**config.mk**
```make
export PLATFORM = sky130hd
export DESIGN_NAME = frame_writer
export DESIGN_NICKNAME = d
export VERILOG_FILES = /design/src/hdl/fb_cfg_pkg.sv /design/src/hdl/fb_types_pkg.sv /design/src/hdl/frame_writer.sv
export SDC_FILE = /design/constraint.sdc
export NUM_CORES = 1
export LEC_CHECK = 0
export ABC_AREA = 1
export BUFFER_PORTS_ARGS = -buffer_cell sky130_fd_sc_hd__buf_2
export CORE_ASPECT_RATIO = 0.5
export CORE_UTILIZATION = 30
export CTS_CLUSTER_SIZE = 40
export DETAILED_ROUTE_END_ITERATION = 7
export GPL_ROUTABILITY_DRIVEN = 1
export GPL_TIMING_DRIVEN = 0
export HOLD_SLACK_MARGIN = 0.05
export PLACE_DENSITY_LB_ADDON = 0.2
export SKIP_LAST_GASP = 1
export SYNTH_ARGS = -nofsm -noshare
export SYNTH_HDL_FRONTEND = slang
export SYNTH_SLANG_ARGS = --single-unit
```
**constraint.sdc**
```tcl
create_clock -name clk_a -period 1.6 [get_ports clk_a]
set_input_delay 0.24 -clock clk_a [delete_from_list [all_inputs] [get_ports clk_a]]
set_output_delay 0.24 -clock clk_a [all_outputs]
set_load 0.05 [all_outputs]
```
**src/hdl/fb_cfg_pkg.sv**
```systemverilog
// sizing and pipeline timing constants for the frame buffer, referenced by scoped name
package fb_cfg_pkg;

    // payload word width
    localparam int DATA_W = 16;

    // slot ring
    localparam int SLOT_COUNT = 8;
    localparam int SLOT_W = 3;

    // words per slot, longer frames get cut here
    localparam int SLOT_WORDS = 32;
    localparam int OFFS_W = 5;

    // data RAM address is slot index above word offset
    localparam int ADDR_W = SLOT_W + OFFS_W;

    // stored length holds 1 to SLOT_WORDS
    localparam int LEN_W = 6;

    // read address to read data, both RAM ports
    localparam int RAM_RD_LATENCY = 5;

endpackage
```
**src/hdl/fb_types_pkg.sv**
```systemverilog
// beat, descriptor and RAM request types shared by the frame buffer RTL and testbench
package fb_types_pkg;

    // one payload word
    typedef logic [fb_cfg_pkg::DATA_W-1:0] data_word_t;

    // descriptor RAM entry, one per stored frame
    typedef struct packed {
        logic [fb_cfg_pkg::LEN_W-1:0] length;
        logic                         trunc;
    } frame_desc_t;

    // upstream strobes
    typedef struct packed {
        logic       valid;
        logic       last;
        data_word_t data;
    } in_beat_t;

    // downstream strobes, trunc only qualified by last
    typedef struct packed {
        logic       valid;
        logic       last;
        logic       trunc;
        data_word_t data;
    } out_beat_t;

    // write request into either RAM
    // descriptor writes use the low bits of addr and din
    typedef struct packed {
        logic                          wr;
        logic [fb_cfg_pkg::ADDR_W-1:0] addr;
        data_word_t                    din;
    } ram_wr_t;

endpackage

```
**src/hdl/frame_writer.sv**
```systemverilog
// input side of the frame buffer: fills slots, truncates, drops when full, writes descriptors
`timescale 1ns/100ps

module frame_writer (
    input  logic                   clk_a,
    input  logic                   rst_n,
    input  fb_types_pkg::in_beat_t in_beat,
    input  logic                   slots_full,
    output fb_types_pkg::ram_wr_t  data_wr,
    output fb_types_pkg::ram_wr_t  desc_wr,
    output logic                   frame_commit,
    output logic                   frame_dropped
);

    localparam int LW = fb_cfg_pkg::LEN_W;
    localparam int OW = fb_cfg_pkg::OFFS_W;
    localparam int DESC_W = $bits(fb_types_pkg::frame_desc_t);

    logic [fb_cfg_pkg::SLOT_W-1:0] wr_slot;
    logic [OW-1:0]                 offset;
    logic                          in_frame;
    logic                          accept;
    // set once the slot is full so that later words are cut
    logic                          sat;

    logic                          first_word;
    logic                          take;
    logic [OW-1:0]                 offs_cur;
    logic                          sat_cur;
    logic                          store;
    logic                          commit;
    fb_types_pkg::frame_desc_t     desc_val;

    always_comb begin
        // accept or drop is decided once, on the first word
        first_word = in_beat.valid && !in_frame;
        take = first_word ? !slots_full : accept;
        offs_cur = first_word ? '0 : offset;
        // slot already holds SLOT_WORDS words
        sat_cur = !first_word && sat;
        store = in_beat.valid && take && !sat_cur;
        commit = in_beat.valid && in_beat.last && take;
        desc_val.trunc = sat_cur;
        desc_val.length = sat_cur ? LW'(fb_cfg_pkg::SLOT_WORDS) : LW'(offs_cur) + 1'b1;
    end

    always_ff @(posedge clk_a) begin
        if (!rst_n) begin
            wr_slot       <= '0;
            offset        <= '0;
            in_frame      <= 1'b0;
            accept        <= 1'b0;
            sat           <= 1'b0;
            frame_commit  <= 1'b0;
            frame_dropped <= 1'b0;
        end else begin
            frame_commit  <= commit;
            frame_dropped <= first_word && slots_full;
            if (in_beat.valid) begin
                in_frame <= !in_beat.last;
                accept   <= take;
                sat      <= sat_cur || (store && offs_cur == OW'(fb_cfg_pkg::SLOT_WORDS - 1));
                offset   <= store ? offs_cur + 1'b1 : offs_cur;
            end
            // slot pointer wraps modulo SLOT_COUNT
            if (commit) begin
                wr_slot <= wr_slot + 1'b1;
            end
        end
    end

    assign data_wr.wr   = store;
    assign data_wr.addr = {wr_slot, offs_cur};
    assign data_wr.din  = in_beat.data;

    assign desc_wr.wr   = commit;
    assign desc_wr.addr = {{(fb_cfg_pkg::ADDR_W - fb_cfg_pkg::SLOT_W){1'b0}}, wr_slot};
    assign desc_wr.din  = {{(fb_cfg_pkg::DATA_W - DESC_W){1'b0}}, desc_val};

endmodule

```
; Word-level counts from Yosys, hierarchy flattened
; Cells that the tools add are included.
[totals]
reg_bits = 13
input_bits = 21
out_inout_bits = 52
elab_cells = 29
[op_classes]
add_sub_neg = 3
n_eq_ne = 1
n_mux = 4
reduce_logical = 14
[ops]
columns = cell, n
row1 = 2-to-1 mux 5 bit, 2
row2 = logical AND 1 bit, 8
row3 = adder 5 x 1 -> 6 bit (second input constant), 1
row4 = 2-to-1 mux 6 bit, 1
row5 = adder 5 x 1 -> 5 bit (second input constant), 1
row6 = == test 5 bit (second input constant), 1
row7 = zero test 1 bit, 5
row8 = adder 3 x 1 -> 3 bit (second input constant), 1
row9 = logical OR 1 bit, 1
row10 = 2-to-1 mux 1 bit, 1

; Depth between registers and ports, before layout
[depth]
word_depth = 8
depth_mapped = 10
mapped_depth_nobuf = 10

; Least setup slack after synthesis
; No wires, ideal clock.
[synth_timing]
kind = register to output
from = register in_frame
to = output desc_wr[5] (netlist bit)
t_arrival_ps = 2640
required_time_ps = 1360
setup_slack_ps = -1280
stages_incl_launch_ff = 11
path_buffers = 0
cell_sequence = dfxtp_1 > inv_2 > nand2_8 > inv_1 > nor2_1 > ha_1 > inv_1 > nor3_1 > ha_1 > inv_1 > nor2_1
[synth_lines]
columns = element, line
row1 = "start, declared", frame_writer.sv:21  ; logic in_frame;
row2 = "start signal, assigned", frame_writer.sv:60  ; in_frame <= !in_beat.last;
row3 = "end, declared", frame_writer.sv:10  ; output fb_types_pkg::ram_wr_t desc_wr,

==> metrics.cfg <==
[layout]
fill_cells=265
synthToLayoutAreaGrowth_pct=81.3
antenna_cells=0
regArea_um2=263
multiInputGateArea_um2=587
drive_gt1_frac=0.667
final_area_um2=1840
nets=247

[run_status]
status=complete, but fails checks
violations=design-rule violations, negative setup slack

[sta]
finalClockSkew_ns=0.00419
max_freq_mhz=505
final-hold-violation-count=0
min_period_ns=1.98
hold_slack_ns=0.267
worst_pin_slew_ns=0.569
period_share=1.24
tns_ns=-2.29
fin_ws_ns=-0.379
slew_viol_final=0
maxSlewHeadroom=0.621
rsz0062_at_grt=true
setup_viol=15

[placement]
place_area_um2=1400
place_congestion=0.718
io_buffers=41
dp_worst_setup_slack_ns=-0.307
dp.final_hpwl_mm=1.74

[clock_tree]
numCtsBuffers=3
cts_sinks=13
clk_root_buffer_cell=clkbuf_8
clk_path_buf_depth=2
cts_tree=yes
cts_hold_buf=0
clk_pin_slew_ns=0.05
clock_latency_ns=0.24
cts_max_level=1

[synthesis]
synth_cells=137
synthesis.area_um2=1020
yosys.area.top_type_share=0.266
yosysTopAreaCell=buf_4
ys_seq_elements=13
synth_most_common_cell=buf_4
syn_avg_cell_area_um2=7.43
yosys_most_used_dff=dfxtp_1
seq_area_frac_synth=0.256
synthTopCellsByArea=buf_4 (27%), dfxtp_1 (26%), nand2_1 (8.9%)
yosys_warnings=0
ys_types=23
synth-edff-count=0
async_flop_share=0
synth_top_cells_by_count=buf_4 (36), nand2_1 (24), inv_1 (14)

[setup_path]
cp-start-kind=register
crit_buf_inv=5
cp.arrival_ns=1.74
worstSetupPathType=reg -> out
path_common_cell=inv_4
endpoint_kind=primary output
cp_data_required_time_ns=1.36
path_max_fanout=4
cp_slowest_cell=dfxtp_2
slowest_delay_ns=0.33
path_delay_family=adder cells
path_cells=inv_4 > nand2_8 > nand2_4 > clkinvlp_4 > ha_4 > inv_4 > nor3_4 > ha_1 > inv_2 > nor2_4 > buf_8

[global_route]
grt_pass1_wl_mm=3.91
grt_overflow_total=0
grt_pass1_vias=957
antenna_found_initial=0
grt_max_degree=11
grt_usage=0.136

[pwr]
intPower_mw=0.668
switching_power_mw=0.408
p_leak_nw=0.982
clkPwrFrac=0.272
power_density_nw_per_um2=584
p_seq_frac=0.315
combPwrFrac=0.413
fin_total_pwr_mw=1.08
swShare=0.380
vdd_ir_drop_max_mv=0.288

[routing]
postRouteAntennaNets=0
viasPerCell=4.11
vias=1077
wl_per_cell_um=9.74
firstDrtPassIters=8
drtIter0Drc=30
routed_wl_mm=2.55
drc=4

[floorplan]
die_area_um2=3640
rows=14
coreArea_um2=3120
die_x_um=84.4
die_h_um=43.2
start_util=0.326
io_pins=73

[min_path]
worstHoldPathType=in -> reg

[flow_run]
drv_cap=0

## final cells by class
class / instances / share of cell area
multi-input cells: 81 / 0.318
repair buffers: 68 / 0.279
plain buffers: 38 / 0.157
flip-flops and latches: 13 / 0.142
inverters: 18 / 0.0522
well taps: 40 / 0.0271
clock buffers: 4 / 0.0244
## what timing repair did
| item | in CTS | in global routing |
|---|---|---|
| buffers inserted | 18 | 11 |
| resized for setup | 34 | 30 |
| pin swaps | 9 | 13 |
| endpoints found under the setup margin | 9 | 17 |
## layer usage
| layer | wire, µm | vias to the layer above | global-route usage |
|---|---|---|---|
| met1 | 997 | 473 | 0.150 |
| met2 | 1340 | 55 | 0.274 |
| met5 | 0 | - | 0 |
| met3 | 204 | 2 | 0.0331 |
| li1 | - | 547 | - |
| met4 | 11 | 0 | 0.0203 |
## placed cells by master, fill, tap and decap left out, types with 3 or more instances in the layout
| cell | instances |
|---|---|
| buf_4 | 56 |
| buf_2 | 30 |
| nand2_1 | 17 |
| buf_6 | 15 |
| conb_1 | 14 |
| dfxtp_1 | 11 |
| inv_1 | 9 |
| a21oi_1 | 7 |
| nand2_4 | 6 |
| nor2_1 | 6 |
| nor2_4 | 5 |
| nand3_2 | 4 |
| nand2_2 | 4 |
| buf_8 | 4 |
| inv_4 | 3 |
| inv_2 | 3 |
| nand4_1 | 3 |
| clkbuf_8 | 3 |
## power by group through the flow
stage | logic, mW | registers, mW | clock network, mW
2_1_floorplan | 0.309 | 0.354 | 0
3_3_place_gp | 0.361 | 0.345 | 0
3_5_place_dp | 0.363 | 0.345 | 0
4_1_cts | 0.413 | 0.339 | 0.304
5_1_grt | 0.465 | 0.340 | 0.324
6_report | 0.444 | 0.339 | 0.293
## cells by family (layout without fill, tap and decap cells)
kind of cell | count (synthesis) | after routing | synth area share
buffers and inverters | 56 | 128 | 0.349
AOI/OAI and AO/OA | 14 | 14 | 0.0713
DFF | 13 | 13 | 0.256
other | 1 | 14 | 0.00369
and+or+nand+nor | 49 | 49 | 0.274
xor gates and xnor gates | 1 | 1 | 0.00861
adders and majority gates | 3 | 3 | 0.0369
## metrics by stage
step	std cells	util
after CTS	253	0.542
after global routing	262	0.591
final	262	0.591
after global placement	231	0.449
after detailed placement	231	0.449
after floorplan	150	-
## sequential cells by signal, summed over array words and instances, names as in the netlist
signal and count:
accept 1, frame_commit 1, frame_dropped 1, in_frame 1
offset 5, sat 1, wr_slot 3
## tightest hold or removal path: stages
cell	delay [ns]
buf_2	0.12
o21ai_0	0.07
nor2_1	0.04
## path summary, 6_finish.rpt
kind	end	slack, ns	depth (start not counted)	startpoint
hold / removal	in_frame	0.27	3	rst_n
hold reg to reg	wr_slot[1]	0.50	2	wr_slot[1]
setup / recovery	desc_wr[5]	-0.38	11	in_frame
setup reg to reg	offset[3]	-0.13	14	in_frame
Power figures use the tool's default switching activity.
