--- src/hdl/fb_cfg_pkg.sv ---
// sizing and pipeline timing constants for the frame buffer, referenced by scoped name
package fb_cfg_pkg;

    // payload word width
    localparam int DATA_W = 16;

    // slot ring
    localparam int SLOT_COUNT = 8;
    localparam int SLOT_W = 3;

    // words per slot, longer frames get cut here
    localparam int SLOT_WORDS = 32;
    localparam int OFFS_W = 5;

    // data RAM address is slot index above word offset
    localparam int ADDR_W = SLOT_W + OFFS_W;

    // stored length holds 1 to SLOT_WORDS
    localparam int LEN_W = 6;

    // read address to read data, both RAM ports
    localparam int RAM_RD_LATENCY = 5;

endpackage
--- src/hdl/fb_types_pkg.sv ---
// beat, descriptor and RAM request types shared by the frame buffer RTL and testbench
package fb_types_pkg;

    // one payload word
    typedef logic [fb_cfg_pkg::DATA_W-1:0] data_word_t;

    // descriptor RAM entry, one per stored frame
    typedef struct packed {
        logic [fb_cfg_pkg::LEN_W-1:0] length;
        logic                         trunc;
    } frame_desc_t;

    // upstream strobes
    typedef struct packed {
        logic       valid;
        logic       last;
        data_word_t data;
    } in_beat_t;

    // downstream strobes, trunc only qualified by last
    typedef struct packed {
        logic       valid;
        logic       last;
        logic       trunc;
        data_word_t data;
    } out_beat_t;

    // write request into either RAM
    // descriptor writes use the low bits of addr and din
    typedef struct packed {
        logic                          wr;
        logic [fb_cfg_pkg::ADDR_W-1:0] addr;
        data_word_t                    din;
    } ram_wr_t;

endpackage

--- src/hdl/drain_fsm.sv ---
// drain side: slot occupancy, descriptor fetch, data read issue and output alignment
`timescale 1ns/100ps

module drain_fsm (
    input  logic                            clk_a,
    input  logic                            rst_n,
    input  logic                            drain_en,
    input  logic                            frame_commit,
    input  fb_types_pkg::frame_desc_t       desc_rd_data,
    input  fb_types_pkg::data_word_t        data_rd_data,
    input  logic [fb_cfg_pkg::LEN_W-1:0]    count,
    input  logic                            zero,
    output logic                            slots_full,
    output logic [fb_cfg_pkg::SLOT_W:0]     frames_pending,
    output logic [fb_cfg_pkg::SLOT_W-1:0]   desc_rd_addr,
    output logic [fb_cfg_pkg::ADDR_W-1:0]   data_rd_addr,
    output logic                            cnt_load,
    output logic [fb_cfg_pkg::LEN_W-1:0]    cnt_load_value,
    output logic                            cnt_dec,
    output fb_types_pkg::out_beat_t         out_beat
);

    localparam int LAT = fb_cfg_pkg::RAM_RD_LATENCY;
    localparam int LW = fb_cfg_pkg::LEN_W;
    localparam int OW = fb_cfg_pkg::OFFS_W;
    localparam int PW = fb_cfg_pkg::SLOT_W + 1;

    typedef enum logic [1:0] {IDLE, DESC_WAIT, ISSUE} state_t;

    state_t                        state;
    state_t                        state_nxt;
    logic [fb_cfg_pkg::SLOT_W-1:0] rd_slot;
    logic [LW-1:0]                 rd_len;
    logic                          rd_trunc;
    logic                          issue;
    logic                          issue_last;
    logic                          frame_done;
    logic [LAT-1:0]                vld_sr;
    logic [LAT-1:0]                last_sr;
    logic [LAT-1:0]                trunc_sr;

    assign issue_last = (count == LW'(1));
    assign frame_done = issue && issue_last;

    always_comb begin
        state_nxt = state;
        cnt_load = 1'b0;
        // counter reaches zero when the descriptor leaves the RAM
        cnt_load_value = LW'(LAT - 1);
        cnt_dec = 1'b0;
        issue = 1'b0;
        case (state)
            IDLE: begin
                // drain_en only matters between frames
                if (frames_pending != '0 && drain_en) begin
                    cnt_load = 1'b1;
                    state_nxt = DESC_WAIT;
                end
            end
            DESC_WAIT: begin
                if (zero) begin
                    cnt_load = 1'b1;
                    cnt_load_value = desc_rd_data.length;
                    state_nxt = ISSUE;
                end else begin
                    cnt_dec = 1'b1;
                end
            end
            ISSUE: begin
                issue = 1'b1;
                cnt_dec = 1'b1;
                if (issue_last) begin
                    state_nxt = IDLE;
                end
            end
            default: begin
                state_nxt = IDLE;
            end
        endcase
    end

    always_ff @(posedge clk_a) begin
        if (!rst_n) begin
            state          <= IDLE;
            rd_slot        <= '0;
            frames_pending <= '0;
            vld_sr         <= '0;
            last_sr        <= '0;
            trunc_sr       <= '0;
        end else begin
            state <= state_nxt;
            // slot is free again once its last read is issued
            if (frame_done) begin
                rd_slot <= rd_slot + 1'b1;
            end
            frames_pending <= frames_pending + PW'(frame_commit) - PW'(frame_done);
            // flags ride alongside the reads in flight
            vld_sr   <= {vld_sr[LAT-2:0], issue};
            last_sr  <= {last_sr[LAT-2:0], frame_done};
            trunc_sr <= {trunc_sr[LAT-2:0], frame_done && rd_trunc};
        end
    end

    // descriptor of the frame being drained
    always_ff @(posedge clk_a) begin
        if (state == DESC_WAIT && zero) begin
            rd_len   <= desc_rd_data.length;
            rd_trunc <= desc_rd_data.trunc;
        end
    end

    // a commit still in flight counts as occupied
    assign slots_full = (frames_pending == PW'(fb_cfg_pkg::SLOT_COUNT)) ||
                        (frames_pending == PW'(fb_cfg_pkg::SLOT_COUNT - 1) && frame_commit);

    assign desc_rd_addr = rd_slot;
    // offset runs up from 0 while the counter runs down from rd_len
    assign data_rd_addr = {rd_slot, OW'(rd_len - count)};

    assign out_beat.valid = vld_sr[LAT-1];
    assign out_beat.last  = last_sr[LAT-1];
    assign out_beat.trunc = trunc_sr[LAT-1];
    assign out_beat.data  = data_rd_data;

endmodule

--- config.mk ---
export PLATFORM = sky130hd
export DESIGN_NAME = drain_fsm
export DESIGN_NICKNAME = d
export VERILOG_FILES = /design/src/hdl/fb_cfg_pkg.sv /design/src/hdl/fb_types_pkg.sv /design/src/hdl/drain_fsm.sv
export SDC_FILE = /design/constraint.sdc
export NUM_CORES = 1
export LEC_CHECK = 0
export BUFFER_PORTS_ARGS = -buffer_cell sky130_fd_sc_hd__buf_4
export CORE_MARGIN = 5
export CORE_UTILIZATION = 49
export DETAILED_ROUTE_END_ITERATION = 16
export PLACE_DENSITY = 0.95
export SETUP_SLACK_MARGIN = 0.2
export SLEW_MARGIN = 20
export SYNTH_ARGS = -nofsm -noshare
export SYNTH_HDL_FRONTEND = slang
export SYNTH_SLANG_ARGS = --single-unit
export TNS_END_PERCENT = 50
--- constraint.sdc ---
create_clock -name clk_a -period 4.5 [get_ports clk_a]
set_input_delay 0.9 -clock clk_a [delete_from_list [all_inputs] [get_ports clk_a]]
set_output_delay 0.9 -clock clk_a [all_outputs]
set_load 0.01 [all_outputs]
# After elaboration in Yosys (flattened, before gate mapping)

Index checks and enable logic that the tools add are counted.

$add $sub $neg: 4
Multipliers: 0
Div/mod/pow operators: 0
Order comparisons: 0
Eq/ne operators: 8
Shift-type cells: 0
Mux-type cells: 12
Bitwise operators: 0
Reductions and logical operators: 9

Operators with widths:

| operator                                       | count |
|---|---|
| two-way mux 6 bit                              | 2 |
| == test 6 x 1 -> 1 bit (second input constant) | 1 |
| two-way mux 2 bit                              | 3 |
| != test 2 bit (second input constant)          | 3 |
| one-hot mux 2 bit (3 select lines)             | 1 |
| logical AND 1 bit                              | 5 |
| subtractor 5 bit                               | 1 |
| adder 4 x 1 -> 4 bit                           | 1 |
| == test 4 x 3 -> 1 bit (second input constant) | 1 |
| == test 4 bit (second input constant)          | 1 |
| two-way mux 1 bit                              | 4 |
| one-hot mux 1 bit (2 select lines)             | 2 |
| nonzero test 4 bit                             | 1 |
| subtractor 4 x 1 -> 4 bit                      | 1 |
| adder 3 x 1 -> 3 bit (second input constant)   | 1 |
| AND reduction 3 bit                            | 1 |
| == test 2 x 1 -> 1 bit (second input constant) | 1 |
| == test 2 bit (second input constant)          | 1 |
| zero test 2 bit                                | 1 |
| logical OR 1 bit                               | 1 |

Register bits: 30
Bits in latches: 0
RAM bits: 0
Bits in read-only memories: 0
Bits of input ports: 34
Logic and storage cells: 41
Memories kept: 0

# Longest topological paths before layout

Depth in word-level cells: 4
Gate-level depth with buffers: 10

# Worst setup path after synthesis

No wires, ideal clock.

Path kind: input port to output port
Start point: input port count[0] (netlist name)
End point: output port data_rd_addr[4] (netlist name)
Data arrival time: 1,950 ps
Setup slack: 1,650 ps
Cell stages on the path: 6
Cell sequence: ha_1 > fa_1 > inv_1 > a21o_1 > a21oi_1 > xnor2_1

Word-level cells in the longest chain between the ends: 1

RTL lines:

| element            | RTL line         | source |
|---|---|---|
| start: declaration | drain_fsm.sv:11  | `input logic [fb_cfg_pkg::LEN_W-1:0] count,` |
| subtractor 5 bit   | drain_fsm.sv:118 | `assign data_rd_addr = {rd_slot, OW'(rd_len - count)};` |
| end: declaration   | drain_fsm.sv:16  | `output logic [fb_cfg_pkg::ADDR_W-1:0] data_rd_addr,` |

No other way between the ends.

# Worst setup path in the final report

Ends and elaborated chain as after synthesis.

==> results.toml <==
[floorplan]
die_w_um = 66.9
start_util_pct = 51.6
io_pins = 77
rows = 20
core-area_mm2 = 0.00308
die_h_um = 66.9
floorplan.die_area_mm2 = 0.00448

[clock_network]
clock_path_buffers = 2
postCtsHoldBufs = 0
clockRootBuffer = "clkbuf_4"
numCtsBuffers = 5
clkSlewWorstSetupHoldPaths_ns = 0.09
htreeDepth = 2
cts_resized = 0
cts_tree = "yes"
clk-insertion-delay-late_ns = 0.32
cts_setup_buffers = 0
cts.sinks = 30

[worst_setup_path]
path_buf_inv = 3
critPathKind = "primary input to output port"
cp-start-kind = "primary input"
crit_path_top_delay_cell = "fa_1"
crit_family = "adder cells"
crit_path_frequent_cell = "buf_4"
worst-path-max-fanout = 2
cp_cell_sequence = "buf_4, ha_1, fa_1, inv_1, a21o_1, a21oi_1, xnor2_1, buf_4"
crit_required_ns = 3.60
arrival_ns = 2.15
endpoint_kind = "output port"
max_stage_delay_ns = 0.41

[placed_design]
dp_hpwl_mm = 2.14
port_buffers = 44
pre_cts_ws_ns = 1.44
gp_congestion = 0.762

[logic_synthesis]
synth.top_cell.area_share_pct = 30.2
ys_seq_area_share_pct = 41.6
synth-simple-area-share_pct = 17.5
synth_compound_gate_area_share_pct = 6.85
synth_area_leaders = "dfxtp_1, edfxtp_1, ha_1, buf_4, and2_1"
muxShareOfSynthArea_pct = 1.26
syn_area_mm2 = 0.00159
synthAdderAreaFrac_pct = 13.5
synthXorXnorAreaFrac_pct = 4.41
yosys.area.top_type = "dfxtp_1"
synthesis.nets = 203
syn_inst = 153
synth_warnings = 0
synth_top_family_by_area = "simple AND/OR/NAND/NOR gates"
ys_types = 31
syn_avg_cell_area_um2 = 10.4
ys_ff_latch = 30

[timing]
finalSetupTns_ns = 0
worst_slew_pin_slew_ns = 0.378
finClkSkew_ns = 0.00545
finalCritPeriodShare_pct = 67.9
finalHoldViolCount = 0
fin_ws_ns = 1.45
slew_viol_final = 0
grt_setup_unrepaired = "false"
slew_headroom_pct = 74.7
setup_viol = 0
fin_crit_ns = 3.05
fmax_ghz = 0.327

[pwr]
internal_power_uw = 456
seq_power_share_pct = 46.9
p_clk_share_pct = 22.2
p_comb_share_pct = 30.9
switching_share_pct = 29.8
power_density_mw_per_mm2 = 351
power_uw = 650
p_switching_uw = 194
p_leak_uw = 0.000916
ir_worst_vdd_mv = 0.238

[status]
status = "finished, final reports clean"

[min_path]
hold_path.class = "flop to flop"

[final_layout]
drive_gt1_share_pct = 32.6
n_antenna_cell = 0
layout.nets = 230
syn2layout_area_growth_pct = 16.5

[routing]
drc = 0
vias_per_cell = 4.59
vias = 1032
ant_nets = 0
drt_iter0_drc = 36
detail_route.wl_per_cell_um = 11.8
finalWirelength_mm = 2.65
first_pass_iters = 4

[global_routing]
grt_pass1_wl_mm = 4.51
grt_max_degree = 24
antenna_found_initial = 0
grtUsageTotal_pct = 13.8
gr-total-overflow = 0
grt_pass1_vias = 1072

[flow_run]
maxCapViolCount = 0
[power by group through the flow]
stage	logic [uW]	clock network, uW	registers, uW
after global routing	227	163	307
after floorplan	137	0	311
final	201	144	305
after detailed placement	204	0	311
after global placement	197	0	310
after CTS	205	150	305
[Yosys cell counts, drive strengths merged]
| cell type | count |
|---|---|
| edfxtp | 6 |
| a211oi | 1 |
| nand2b | 1 |
| o31ai | 1 |
| clkbuf | 2 |
| a21boi | 1 |
| mux2i | 2 |
| o21bai | 1 |
| xor2 | 1 |
| and3 | 6 |
| o311a | 1 |
| nand3 | 1 |
| nor4b | 1 |
| a21o | 3 |
| or2 | 1 |
| dfxtp | 24 |
| and2b | 1 |
| o21a | 1 |
| nor2 | 2 |
| a21bo | 1 |
| nor2b | 2 |
| nand4 | 2 |
| a21oi | 3 |
| fa | 2 |
| inv | 17 |
| xnor2 | 7 |
| buf | 22 |
| ha | 14 |
| nand2 | 6 |
| and2 | 20 |
[final cells by class]
type	count	area (um2)
repair buffers	44	330
well taps	44	55.1
fillers	268	1230
inverters	17	63.8
clock inverters	2	8.76
flip-flops and latches	30	661
clock buffers	6	41.3
multi-input cells	82	692
[state kept, by name, indices dropped and copies added (netlist names)]
| register | cells |
|---|---|
| rd_trunc | 1 |
| frames_pending | 4 |
| rd_len | 5 |
| state | 2 |
| trunc_sr | 5 |
| last_sr | 5 |
| desc_rd_addr | 3 |
| vld_sr | 5 |
[logic make-up after synthesis]
family | after synthesis
buf+inv | 41
simple gates | 43
fa+ha+maj | 16
flops | 30
compound gates | 13
xor+xnor | 8
mux | 2
[placed cells by master, fill, tap and decap left out, types with 3 or more instances in the layout]
cell      count
buf_4        44
edfxtp_1      6
xnor2_1       7
inv_1        17
dfxtp_1      24
a21oi_1       3
ha_1         14
nand2_1       6
clkbuf_4      5
and2_1       20
a21o_1        3
and3_1        6
[layer usage]
metal	wire, um	vias up	global-route usage (%)
li1	-	527	-
met1	1030	467	14.2
met2	1400	33	24.1
met3	154	5	4.05
met4	67	0	8.86
met5	0	-	0
[worst paths after layout]
kind,startpoint,cells after the start,slack (ns),end
worst min-delay path,last_sr[1]$_SDFF_PN0_,1,0.44,last_sr[2]$_SDFF_PN0_
worst max-delay path,count[0],8,1.45,data_rd_addr[4]
worst min register to register,last_sr[1]$_SDFF_PN0_,1,0.44,last_sr[2]$_SDFF_PN0_
worst max register to register,state[0]$_SDFFE_PN0P_,10,2.32,frames_pending[2]$_SDFF_PN0_
[stage by stage]
step                      util [%]  hold WS (ns)  cell area [um2]  cells
final                         60.2         0.439             1850    225
after global routing          60.2         0.448             1850    225
after CTS                     60.2         0.442             1850    225
after detailed placement      58.5         0.421             1800    217
after global placement        58.5         0.413             1800    217
after floorplan                  -         0.412             1590    153
Note: power is estimated with default switching activity, not from simulation.
