## src/hdl/fb_cfg_pkg.sv

```systemverilog
// sizing and pipeline timing constants for the frame buffer, referenced by scoped name
package fb_cfg_pkg;

    // payload word width
    localparam int DATA_W = 16;

    // slot ring
    localparam int SLOT_COUNT = 8;
    localparam int SLOT_W = 3;

    // words per slot, longer frames get cut here
    localparam int SLOT_WORDS = 32;
    localparam int OFFS_W = 5;

    // data RAM address is slot index above word offset
    localparam int ADDR_W = SLOT_W + OFFS_W;

    // stored length holds 1 to SLOT_WORDS
    localparam int LEN_W = 6;

    // read address to read data, both RAM ports
    localparam int RAM_RD_LATENCY = 5;

endpackage
```

## src/hdl/word_counter.sv

```systemverilog
// loadable down-counter for the drain side, timing RAM latency and counting data reads
`timescale 1ns/100ps

module word_counter (
    input  logic                         clk_a,
    input  logic                         rst_n,
    input  logic                         load,
    input  logic [fb_cfg_pkg::LEN_W-1:0] load_value,
    input  logic                         dec,
    output logic [fb_cfg_pkg::LEN_W-1:0] count,
    output logic                         zero
);

    // load has priority over dec
    always_ff @(posedge clk_a) begin
        if (!rst_n) begin
            count <= '0;
        end else if (load) begin
            count <= load_value;
        end else if (dec && !zero) begin
            // holds at zero instead of wrapping
            count <= count - 1'b1;
        end
    end

    assign zero = (count == '0);

endmodule

```

## config.mk

```make
export PLATFORM = sky130hd
export DESIGN_NAME = word_counter
export DESIGN_NICKNAME = d
export VERILOG_FILES = /design/src/hdl/fb_cfg_pkg.sv /design/src/hdl/word_counter.sv
export SDC_FILE = /design/constraint.sdc
export NUM_CORES = 1
export LEC_CHECK = 0
export BUFFER_PORTS_ARGS = -buffer_cell sky130_fd_sc_hd__buf_4
export CELL_PAD_IN_SITES_DETAIL_PLACEMENT = 0
export CELL_PAD_IN_SITES_GLOBAL_PLACEMENT = 1
export CORE_AREA = 3 3 40 42
export DETAILED_ROUTE_END_ITERATION = 8
export DIE_AREA = 0 0 43 45
export GPL_ROUTABILITY_DRIVEN = 1
export PLACE_DENSITY_LB_ADDON = 0.1
export SLEW_MARGIN = 30
export SYNTH_ARGS = -nofsm -noshare
export SYNTH_HDL_FRONTEND = slang
export SYNTH_SLANG_ARGS = --single-unit
export TNS_END_PERCENT = 1
```

## constraint.sdc

```tcl
create_clock -name clk_a -period 4.08 [get_ports clk_a]
set_clock_uncertainty 0.15 [all_clocks]
set_input_delay 0.816 -clock clk_a [delete_from_list [all_inputs] [get_ports clk_a]]
set_output_delay 0.816 -clock clk_a [all_outputs]
set_load 0.02 [all_outputs]
```

# Word level (Yosys, flattened, before mapping)
# Index checks and enable logic that the tools add are counted.
# word_totals
regBits	6
in_bits	10
elab_cells	8
# classes
add_sub_neg	1
n_mux	2
n_reduce_logical	4
# op_table
op	count
$mux W6	2
$logic_not A6 Y1	1
$sub A6 B1 Y6 const B	1
$reduce_bool A2 Y1	1
$logic_and A1 B1 Y1	1
$logic_not A1 Y1	1

# Longest topological paths before layout
# Gate-level depths: netlist of run 1.
# logic_depth
depth_word	5
ltp_mapped	6
depth_no_buf	6

# Least setup slack after synthesis of run 1
# Ideal clock, no wire load.
# synth_timing
kind	reg-to-output
startpoint	register count[0] (netlist bit)
endpoint	output zero
t_arrival_ns	1.442
required_ns	3.114
slack_ns	1.672
path_stages_with_launch	5
path_buffers	0
cell_sequence	dfxtp_1 -> inv_1 -> ha_1 -> or4b_4 -> nor2_1
# synth_via
elab_chain_cells	1
# synth_lines
element	line	text
start, declared	word_counter.sv:10	output logic [fb_cfg_pkg::LEN_W-1:0] count,
start signal, assigned	word_counter.sv:19	count <= load_value;
start signal, assigned	word_counter.sv:22	count <= count - 1'b1;
$logic_not A6 Y1	word_counter.sv:26	assign zero = (count == '0);
end, declared	word_counter.sv:11	output logic zero
# Every way passes these cells.

# Final worst setup path of run 1
# Same ends and word-level chain as after synthesis.

==> results of run 1 <==
## logic make-up (layout without fill, tap and decap cells)
family / Yosys count / in the layout / synth area share (%)
AOI/OAI and AO/OA: 16 / 16 / 24.4
buffers and inverters: 5 / 23 / 7.36
muxes: 2 / 2 / 5.69
adders and majority gates: 2 / 2 / 6.69
DFF: 6 / 6 / 32.1
xor gates and xnor gates: 2 / 2 / 4.68
and+or+nand+nor: 9 / 9 / 19.1
## worst min-delay path: stages, from the launching register on
cell	delay, ps
dfxtp_1	340
mux2i_1	140
a21oi_1	70
## metal layers
layer	wire length, microns	part of all wire (%)
met5	0	0
met4	5	0.62
met3	65	8.0
met2	371	46
met1	368	45
## path summary, 6_finish.rpt
kind / start / endpoint / slack, ps / cells after the start
worst min register to register: count[5] / count[5] / 450 / 2
worst min-delay path: count[5] / count[5] / 450 / 2
worst max register to register: count[0] / count[1] / 2120 / 6
worst max-delay path: count[0] / zero / 1520 / 5
## synth_stat cells
cell type	instances	area (sq um)
a21oi_1	9	45.0
dfxtp_1	6	120
o21ai_0	6	30.0
inv_1	4	15.0
ha_1	2	25.0
or4b_4	2	27.5
xnor2_1	2	17.5
dlymetal6s2s_1	1	12.5
mux2_1	1	11.3
mux2i_1	1	10.0
nand2_1	1	3.75
nor2_1	1	3.75
nor3_1	1	5.00
nor3_2	1	10.0
nor4_1	1	6.26
nor4b_1	1	8.76
o21ai_4	1	16.3
or3_1	1	6.26
## layout make-up
cell class	count	area, sq um
fillers	144	762
multi-input cells	31	226
flip-flops and latches	6	120
repair buffers	16	120
clock buffers	3	22.5
well taps	15	18.8
inverters	4	15.0
## through the flow
stage	hold WS, ps	instances	worst slack (ps)	cell area (sq um)	total power, mW
detailed placement	459	72	1780	500	0.131
global placement	457	72	1810	500	0.132
finish	452	75	1520	523	0.182
global route	506	75	1420	523	0.195
floorplan	491	42	1670	374	0.109
CTS	464	75	1510	523	0.186
## report_power, final
part | total (mW) | switching, mW | internal, mW
logic | 0.0572 | 0.0278 | 0.0294
clock network | 0.0524 | 0.0193 | 0.0331
registers | 0.0721 | 0.00778 | 0.0643
total | 0.182 | 0.0549 | 0.127
==> impl_metrics.toml, run 1 <==
[hold_path]
hold_class = "flop to flop"

[floorplan]
pin_count = 17
die_x_microns = 43
core_sq_um = 1280
die_h_microns = 45
die-area_sq_um = 1940
rows = 13
start_util_pct = 29.1

[critical_path]
cp_max_fo = 3
cpLargestDelayFamily = "simple AND/OR/NAND/NOR gates"
path_buf_inv = 2
cpPeakStageDelay_ps = 490
crit_chain = "inv_1 > ha_1 > or4b_4 > nor2_1 > buf_4"
worstPathArrival_ps = 1590
cp-end-kind = "output pin"
slowest_stage = "or4b_4"
critical_path_required_ps = 3110
path_class = "flop to output pin"
critPathLaunchType = "flop"

[yosys]
postSynthCellCount = 42
syn-num-nets = 54
syn-cell-area_sq_um = 374
synth_cell_types = 18
yosys_register_bits = 6
avgSynthCellArea_sq_um = 8.91
ys_warn_count = 0
ys_seq_area_share_pct = 32.1

[detailed_routing]
drc = 0
wl_microns = 810
drt_first_pass_iters = 2
via_per_inst = 4.85
ant_nets = 0
drt-initial-drc-count = 3
wire_per_inst_microns = 10.8
vias = 364

[cts]
htreeDepth = 1
numCtsBuffers = 3
tritoncts = "done"
post_cts_resized = 0
clk_pin_slew_worst_paths_ps = 40
clk_latency_ps = 240
hold_buffers = 0
post_cts_buffers = 0
cts_buffer_depth = 2
cts_sinks = 6
root_buffer = "clkbuf_4"

[pwr]
cellPowerDensity_nw_per_um2 = 347
cellLeakagePower_nw = 0.229
ir_drop_mv = 0.146

[job]
drv_cap = 0

[global_routing]
busiest_layer = "met2"
grt_pass1_vias = 331
grt_first_pass_wirelength_microns = 1320
use_met3_pct = 3.98
antenna_found_initial = 0
track_usage_pct = 9.49
globalRouteOverflowTotal = 0
met1_usage_pct = 11.1
grt_max_degree = 12
gr-usage-met2_pct = 13.8

[sta]
slew_violations = 0
finalHoldViolations = 0
fin_crit_sh_pct = 62.7
fmaxAchievable_ghz = 0.391
finalSetupViolations = 0
worst_pin_slew_ps = 494
maxSlewHeadroom_pct = 66.6
rsz0062_at_grt = "false"
fin_crit_ps = 2560
final.setup.tns_ps = 0

[place]
dpl.hpwl_microns = 681
port_buffers = 16
gp_routability_congestion = 0.618

[layout]
drive_above_1_share_pct = 38.3
top_regs = "count (6)"
n_antenna_cell = 0
regMostFlops = "count"
layout_commonest_cell = "buf_4"
utilization_pct = 40.7
largest_register_ffs = 6
layout.nets = 74
final_cell_mix = "buf_4, a21oi_1, o21ai_0, dfxtp_1, inv_1"
synthToLayoutAreaGrowth_pct = 39.8

[outcome]
status = "complete, no violations"
Note: power is estimated with default switching activity, not from simulation.
==> run 2: changes to the inputs <==
ABC_AREA = 1   (was not set)
CORE_AREA = not set   (was 3 3 40 42)
CORE_MARGIN = 3   (was not set)
CORE_UTILIZATION = 26   (was not set)
DIE_AREA = not set   (was 0 0 43 45)
clock period = 2.1 ns   (was 4.08 ns; I/O delays follow)
==> impl_metrics.toml, run 2 <==
[global_routing]
globalRouteOverflowTotal = 0
grt_pass1_vias = 410
track_usage_pct = 11.3
grt_max_degree = 13
antenna_found_initial = 0
grt_first_pass_wirelength_microns = 1730

[critical_path]
crit_chain = "inv_1 > ha_1 > nand3_2 > inv_1 > buf_4"
worstPathArrival_ps = 1240
critPathLaunchType = "flop"
cp_max_fo = 6
timing.rr.start = "count[0]"
crit_path_frequent_cell = "inv_1"
cpPeakStageDelay_ps = 360
rr_worst_depth = 7
critical_path_required_ps = 1530
r2r_slack_ps = 670
path_class = "flop to output pin"
slowest_stage = "dfxtp_1"
cp-end-kind = "output pin"
crit_start = "count[0]"

[layout]
synthToLayoutAreaGrowth_pct = 36.8
fill_cells = 169
layout.nets = 101
stdcell_area_sq_um = 586
n_antenna_cell = 0
layout_commonest_cell = "nand2_1"
regMostFlops = "count"
final_cell_mix = "nand2_1, buf_4, inv_1, nor2_1, dfxtp_1"
largest_register_ffs = 6
drive_above_1_share_pct = 26.4
top_regs = "count (6)"

[sta]
hold_ws_ps = 264
fin_crit_ps = 1810
fin_crit_sh_pct = 86.3
rsz0062_at_grt = "false"
setup_slack_ps = 288
final.setup.tns_ps = 0
maxSlewHeadroom_pct = 84.0
worst_pin_slew_ps = 240
finalSetupViolations = 0
fmaxAchievable_ghz = 0.552
finalHoldViolations = 0
slew_violations = 0

[job]
drv_cap = 0

[cts]
clk_pin_slew_worst_paths_ps = 40
cts_sinks = 6
post_cts_buffers = 0
root_buffer = "clkbuf_4"
clk_latency_ps = 240
hold_buffers = 0
cts_buffer_depth = 2
post_cts_resized = 0
numCtsBuffers = 3
tritoncts = "done"
htreeDepth = 1

[floorplan]
die_h_microns = 46.6
start_util_pct = 28.1
core_sq_um = 1520
rows = 14
die-area_sq_um = 2170
die_x_microns = 46.6
pin_count = 17

[hold_path]
hold_depth = 3
worstHoldStart = "rst_n"
hold_class = "primary input to flop"

[yosys]
yosys_register_bits = 6
ys_warn_count = 0
synth-edff-count = 0
synthSimpleGateAreaFrac_pct = 41.5
ys_async_sr_fraction_pct = 0
synth_top_family_by_area = "simple AND/OR/NAND/NOR gates"
synth_compound_area_share_pct = 14.3
synth_most_common_cell = "nand2_1"
synth-xor-area-share_pct = 2.05
ys.flop_type = "dfxtp_1"
synth_top_area_cell = "dfxtp_1"
synthAdderAreaFrac_pct = 5.85
postSynthCellCount = 69
synth_cell_types = 17
synth_area_leaders = "dfxtp_1, nand2_1, inv_1"
synthTopCellsByCount = "nand2_1, inv_1, nor2_1"
syn-num-nets = 81
synth.top_cell.area_share_pct = 28.1
avgSynthCellArea_sq_um = 6.20
syn-cell-area_sq_um = 428
muxShareOfSynthArea_pct = 0
ys_seq_area_share_pct = 28.1

[pwr]
power_mw = 0.417
cellPowerDensity_nw_per_um2 = 711
ir_drop_mv = 0.372
cellLeakagePower_nw = 0.301

[place]
dpl.hpwl_microns = 833
pre_cts_slack_ps = 540
place_area_sq_um = 563
gp_routability_congestion = 0.700
port_buffers = 16

[outcome]
status = "complete, no violations"

[detailed_routing]
via_per_inst = 4.69
ant_nets = 0
drt_first_pass_iters = 4
wl_microns = 1120
wire_per_inst_microns = 10.9
drc = 0
vias = 483
drt-initial-drc-count = 12
## run 2: cell count changes after synthesis, moves of 2 or more
| cell | change |
|---|---|
| inv_1 | +4 |
| nand3_1 | +5 |
| nor2_1 | +6 |
| o21ai_0 | -3 |
| or4b_4 | -2 |
| nand2_1 | +23 |
| a21oi_1 | -4 |
## run 2: path summary, 6_finish.rpt
check                                 to
worst max-delay path                zero
worst min-delay path            count[1]
worst max register to register  count[0]
worst min register to register  count[0]
## run 2: cell families (layout without fill, tap and decap cells)
| logic type | count (synthesis) | count (layout) |
|---|---|---|
| XOR/XNOR | 1 | 1 |
| AND/OR/NAND/NOR | 41 | 41 |
| buffers and inverters | 9 | 27 |
| AO/OA/AOI/OAI | 10 | 10 |
| adder cells (fa/ha/maj) | 2 | 2 |
| flip-flops | 6 | 6 |
## run 2: where the power goes
group	switching [mW]	leakage (nW)	total (mW)	internal, mW
Clock	0.0435	0.0138	0.108	0.0648
Combinational	0.0937	0.237	0.165	0.0709
Sequential	0.0168	0.0497	0.144	0.127
## run 2: area by class of cell
cell class	count	area (sq um)	share of cell area (%)
sequential	6	120	20.5
multi-input combinational	54	273	46.6
clock buffer	3	22.5	3.85
tap	16	20.0	3.42
timing repair buffer	16	120	20.5
inverter	8	30.0	5.13
## run 2: stage by stage
stage | std cells | util (%)
4_1_cts | 103 | 38.4
6_report | 103 | 38.4
3_5_place_dp | 100 | 36.9
5_1_grt | 103 | 38.4
2_1_floorplan | 69 | -
3_3_place_gp | 100 | 36.9
## run 2: layer usage
metal	share of wire, %	up-vias	routed length [microns]	track usage, %
met5	0	-	0	0
met4	0.98	0	11	1.70
met3	7.7	2	86	4.69
met2	48	14	544	19.0
met1	43	211	479	13.5
li1	-	256	-	-
## run 2: worst max-delay path, delay by kind of cell (launching register included)
kind	cells	cell delay, ps
buffers and inverters	3	320
adders and majority gates	1	220
DFF	1	360
and+or+nand+nor	1	110
==> run 3: changes to the inputs <==
ABC_AREA = 0   (was 1)
CORE_UTILIZATION = 27   (was 26)
==> impl_metrics.toml, run 3 (same netlist as run 1, synthesis figures left out) <==
[global_routing]
globalRouteOverflowTotal = 0
grt_first_pass_wirelength_microns = 1600
antenna_found_initial = 0
grt_pass1_vias = 353
track_usage_pct = 11.7
grt_max_degree = 12

[detailed_routing]
wire_per_inst_microns = 12.5
ant_nets = 0
drt-initial-drc-count = 0
vias = 372
via_per_inst = 4.83
drc = 0
wl_microns = 965
drt_first_pass_iters = 1

[hold_path]
worstHoldStart = "load_value[2]"
hold_class = "primary input to flop"
hold_depth = 3
hold_end = "count[2]"

[pwr]
cellPowerDensity_nw_per_um2 = 664
power_mw = 0.379
ir_drop_mv = 0.258
cellLeakagePower_nw = 0.244

[floorplan]
pin_count = 17
rows = 12
die_x_microns = 43.2
die_h_microns = 43.2
core_sq_um = 1200
die-area_sq_um = 1870
start_util_pct = 31.1

[sta]
fin_crit_sh_pct = 97.6
final.setup.tns_ps = 0
maxSlewHeadroom_pct = 67.1
worst_pin_slew_ps = 487
fin_crit_ps = 2050
slew_violations = 0
finalSetupViolations = 0
rsz0062_at_grt = "false"
fmaxAchievable_ghz = 0.488
finalHoldViolations = 0

[place]
gp_routability_congestion = 0.672
port_buffers = 16
placedCellCount = 71
place_area_sq_um = 499
dpl.hpwl_microns = 757

[layout]
largest_register_ffs = 6
final-instance-count-excl-fill = 77
layout_commonest_cell = "buf_4"
multi_input_area_sq_um = 246
n_antenna_cell = 0
layout.nets = 77
top_regs = "count (6)"
utilization_pct = 47.5
stdcell_area_sq_um = 571
drive_above_1_share_pct = 50.8
regMostFlops = "count"
regArea_sq_um = 123
synthToLayoutAreaGrowth_pct = 52.5
fill_cells = 130
final_cell_mix = "buf_4, a21oi_1, o21ai_0, dfxtp_1, clkbuf_4"

[critical_path]
critPathLaunchType = "flop"
timing.rr.start = "count[1]"
rr_worst_depth = 7
crit_chain = "inv_2 > ha_4 > or4b_4 > nor2_4 > buf_6"
cpPeakStageDelay_ps = 480
r2r-end = "count[1]"
slowest_stage = "or4b_4"
path_buf_inv = 2
r2r_slack_ps = 90
cpLargestDelayFamily = "simple AND/OR/NAND/NOR gates"
critical_path_required_ps = 1530
worstPathArrival_ps = 1480
path_class = "flop to output pin"
cp_max_fo = 3
cp-end-kind = "output pin"

[cts]
clk_pin_slew_worst_paths_ps = 40
clk_latency_ps = 240
tritoncts = "done"
cts_sinks = 6
cts_buffer_depth = 2
htreeDepth = 1
numCtsBuffers = 3
hold_buffers = 0
root_buffer = "clkbuf_4"

[job]
drv_cap = 0

[outcome]
status = "complete, no violations"
-- run 3: how the worst max path moves through the flow --
stage	start	end	slack, ps	cells after the start
CTS	count[1]	zero	9	5
finish	count[1]	zero	50	5
global route	count[1]	zero	4	5
detailed placement	count[0]	count[1]	150	6
global placement	count[0]	count[1]	200	6
floorplan	count[0]	zero	90	4
-- run 3: metrics by stage --
step	setup slack, ps	hold slack [ps]
floorplan	88.0	408
global placement	200	440
detailed placement	155	452
CTS	8.53	295
global route	4.44	316
finish	50.6	305
-- run 3: cell type report --
| class | instances | share of cell area, % |
|---|---|---|
| clock buffers | 3 | 3.95 |
| inverters | 4 | 2.63 |
| multi-input cells | 31 | 43.2 |
| flip-flops and latches | 6 | 21.5 |
| well taps | 14 | 3.07 |
| repair buffers | 19 | 25.7 |
-- run 3: worst min-delay path, stage by stage --
cell and delay, ps:
buf_4 70, o21ai_0 60, a21oi_1 100
-- run 3: routing by layer --
layer / vias up / routed length, microns / part of all wire, % / GRT usage, %
met2: 13 / 471 / 49 / 18.0
met3: 0 / 67 / 6.9 / 2.54
li1: 195 / - / - / -
met1: 164 / 425 / 44 / 14.4
met4: 0 / 0 / 0 / 7.23
met5: - / 0 / 0 / 0
-- run 3: what timing repair did --
item / in CTS / in global routing
resized for setup: 6 / 3
setup buffers: 2 / 1
pin swaps: 0 / 0
setup endpoints to repair: 1 / 2
-- run 3: power breakdown --
| group | leakage (nW) | internal, mW | total, mW | switching [mW] |
|---|---|---|---|---|
| Clock | 0.0138 | 0.0645 | 0.104 | 0.0399 |
| Combinational | 0.180 | 0.0698 | 0.132 | 0.0621 |
| Sequential | 0.0505 | 0.126 | 0.142 | 0.0167 |
| Total | 0.244 | 0.260 | 0.379 | 0.119 |
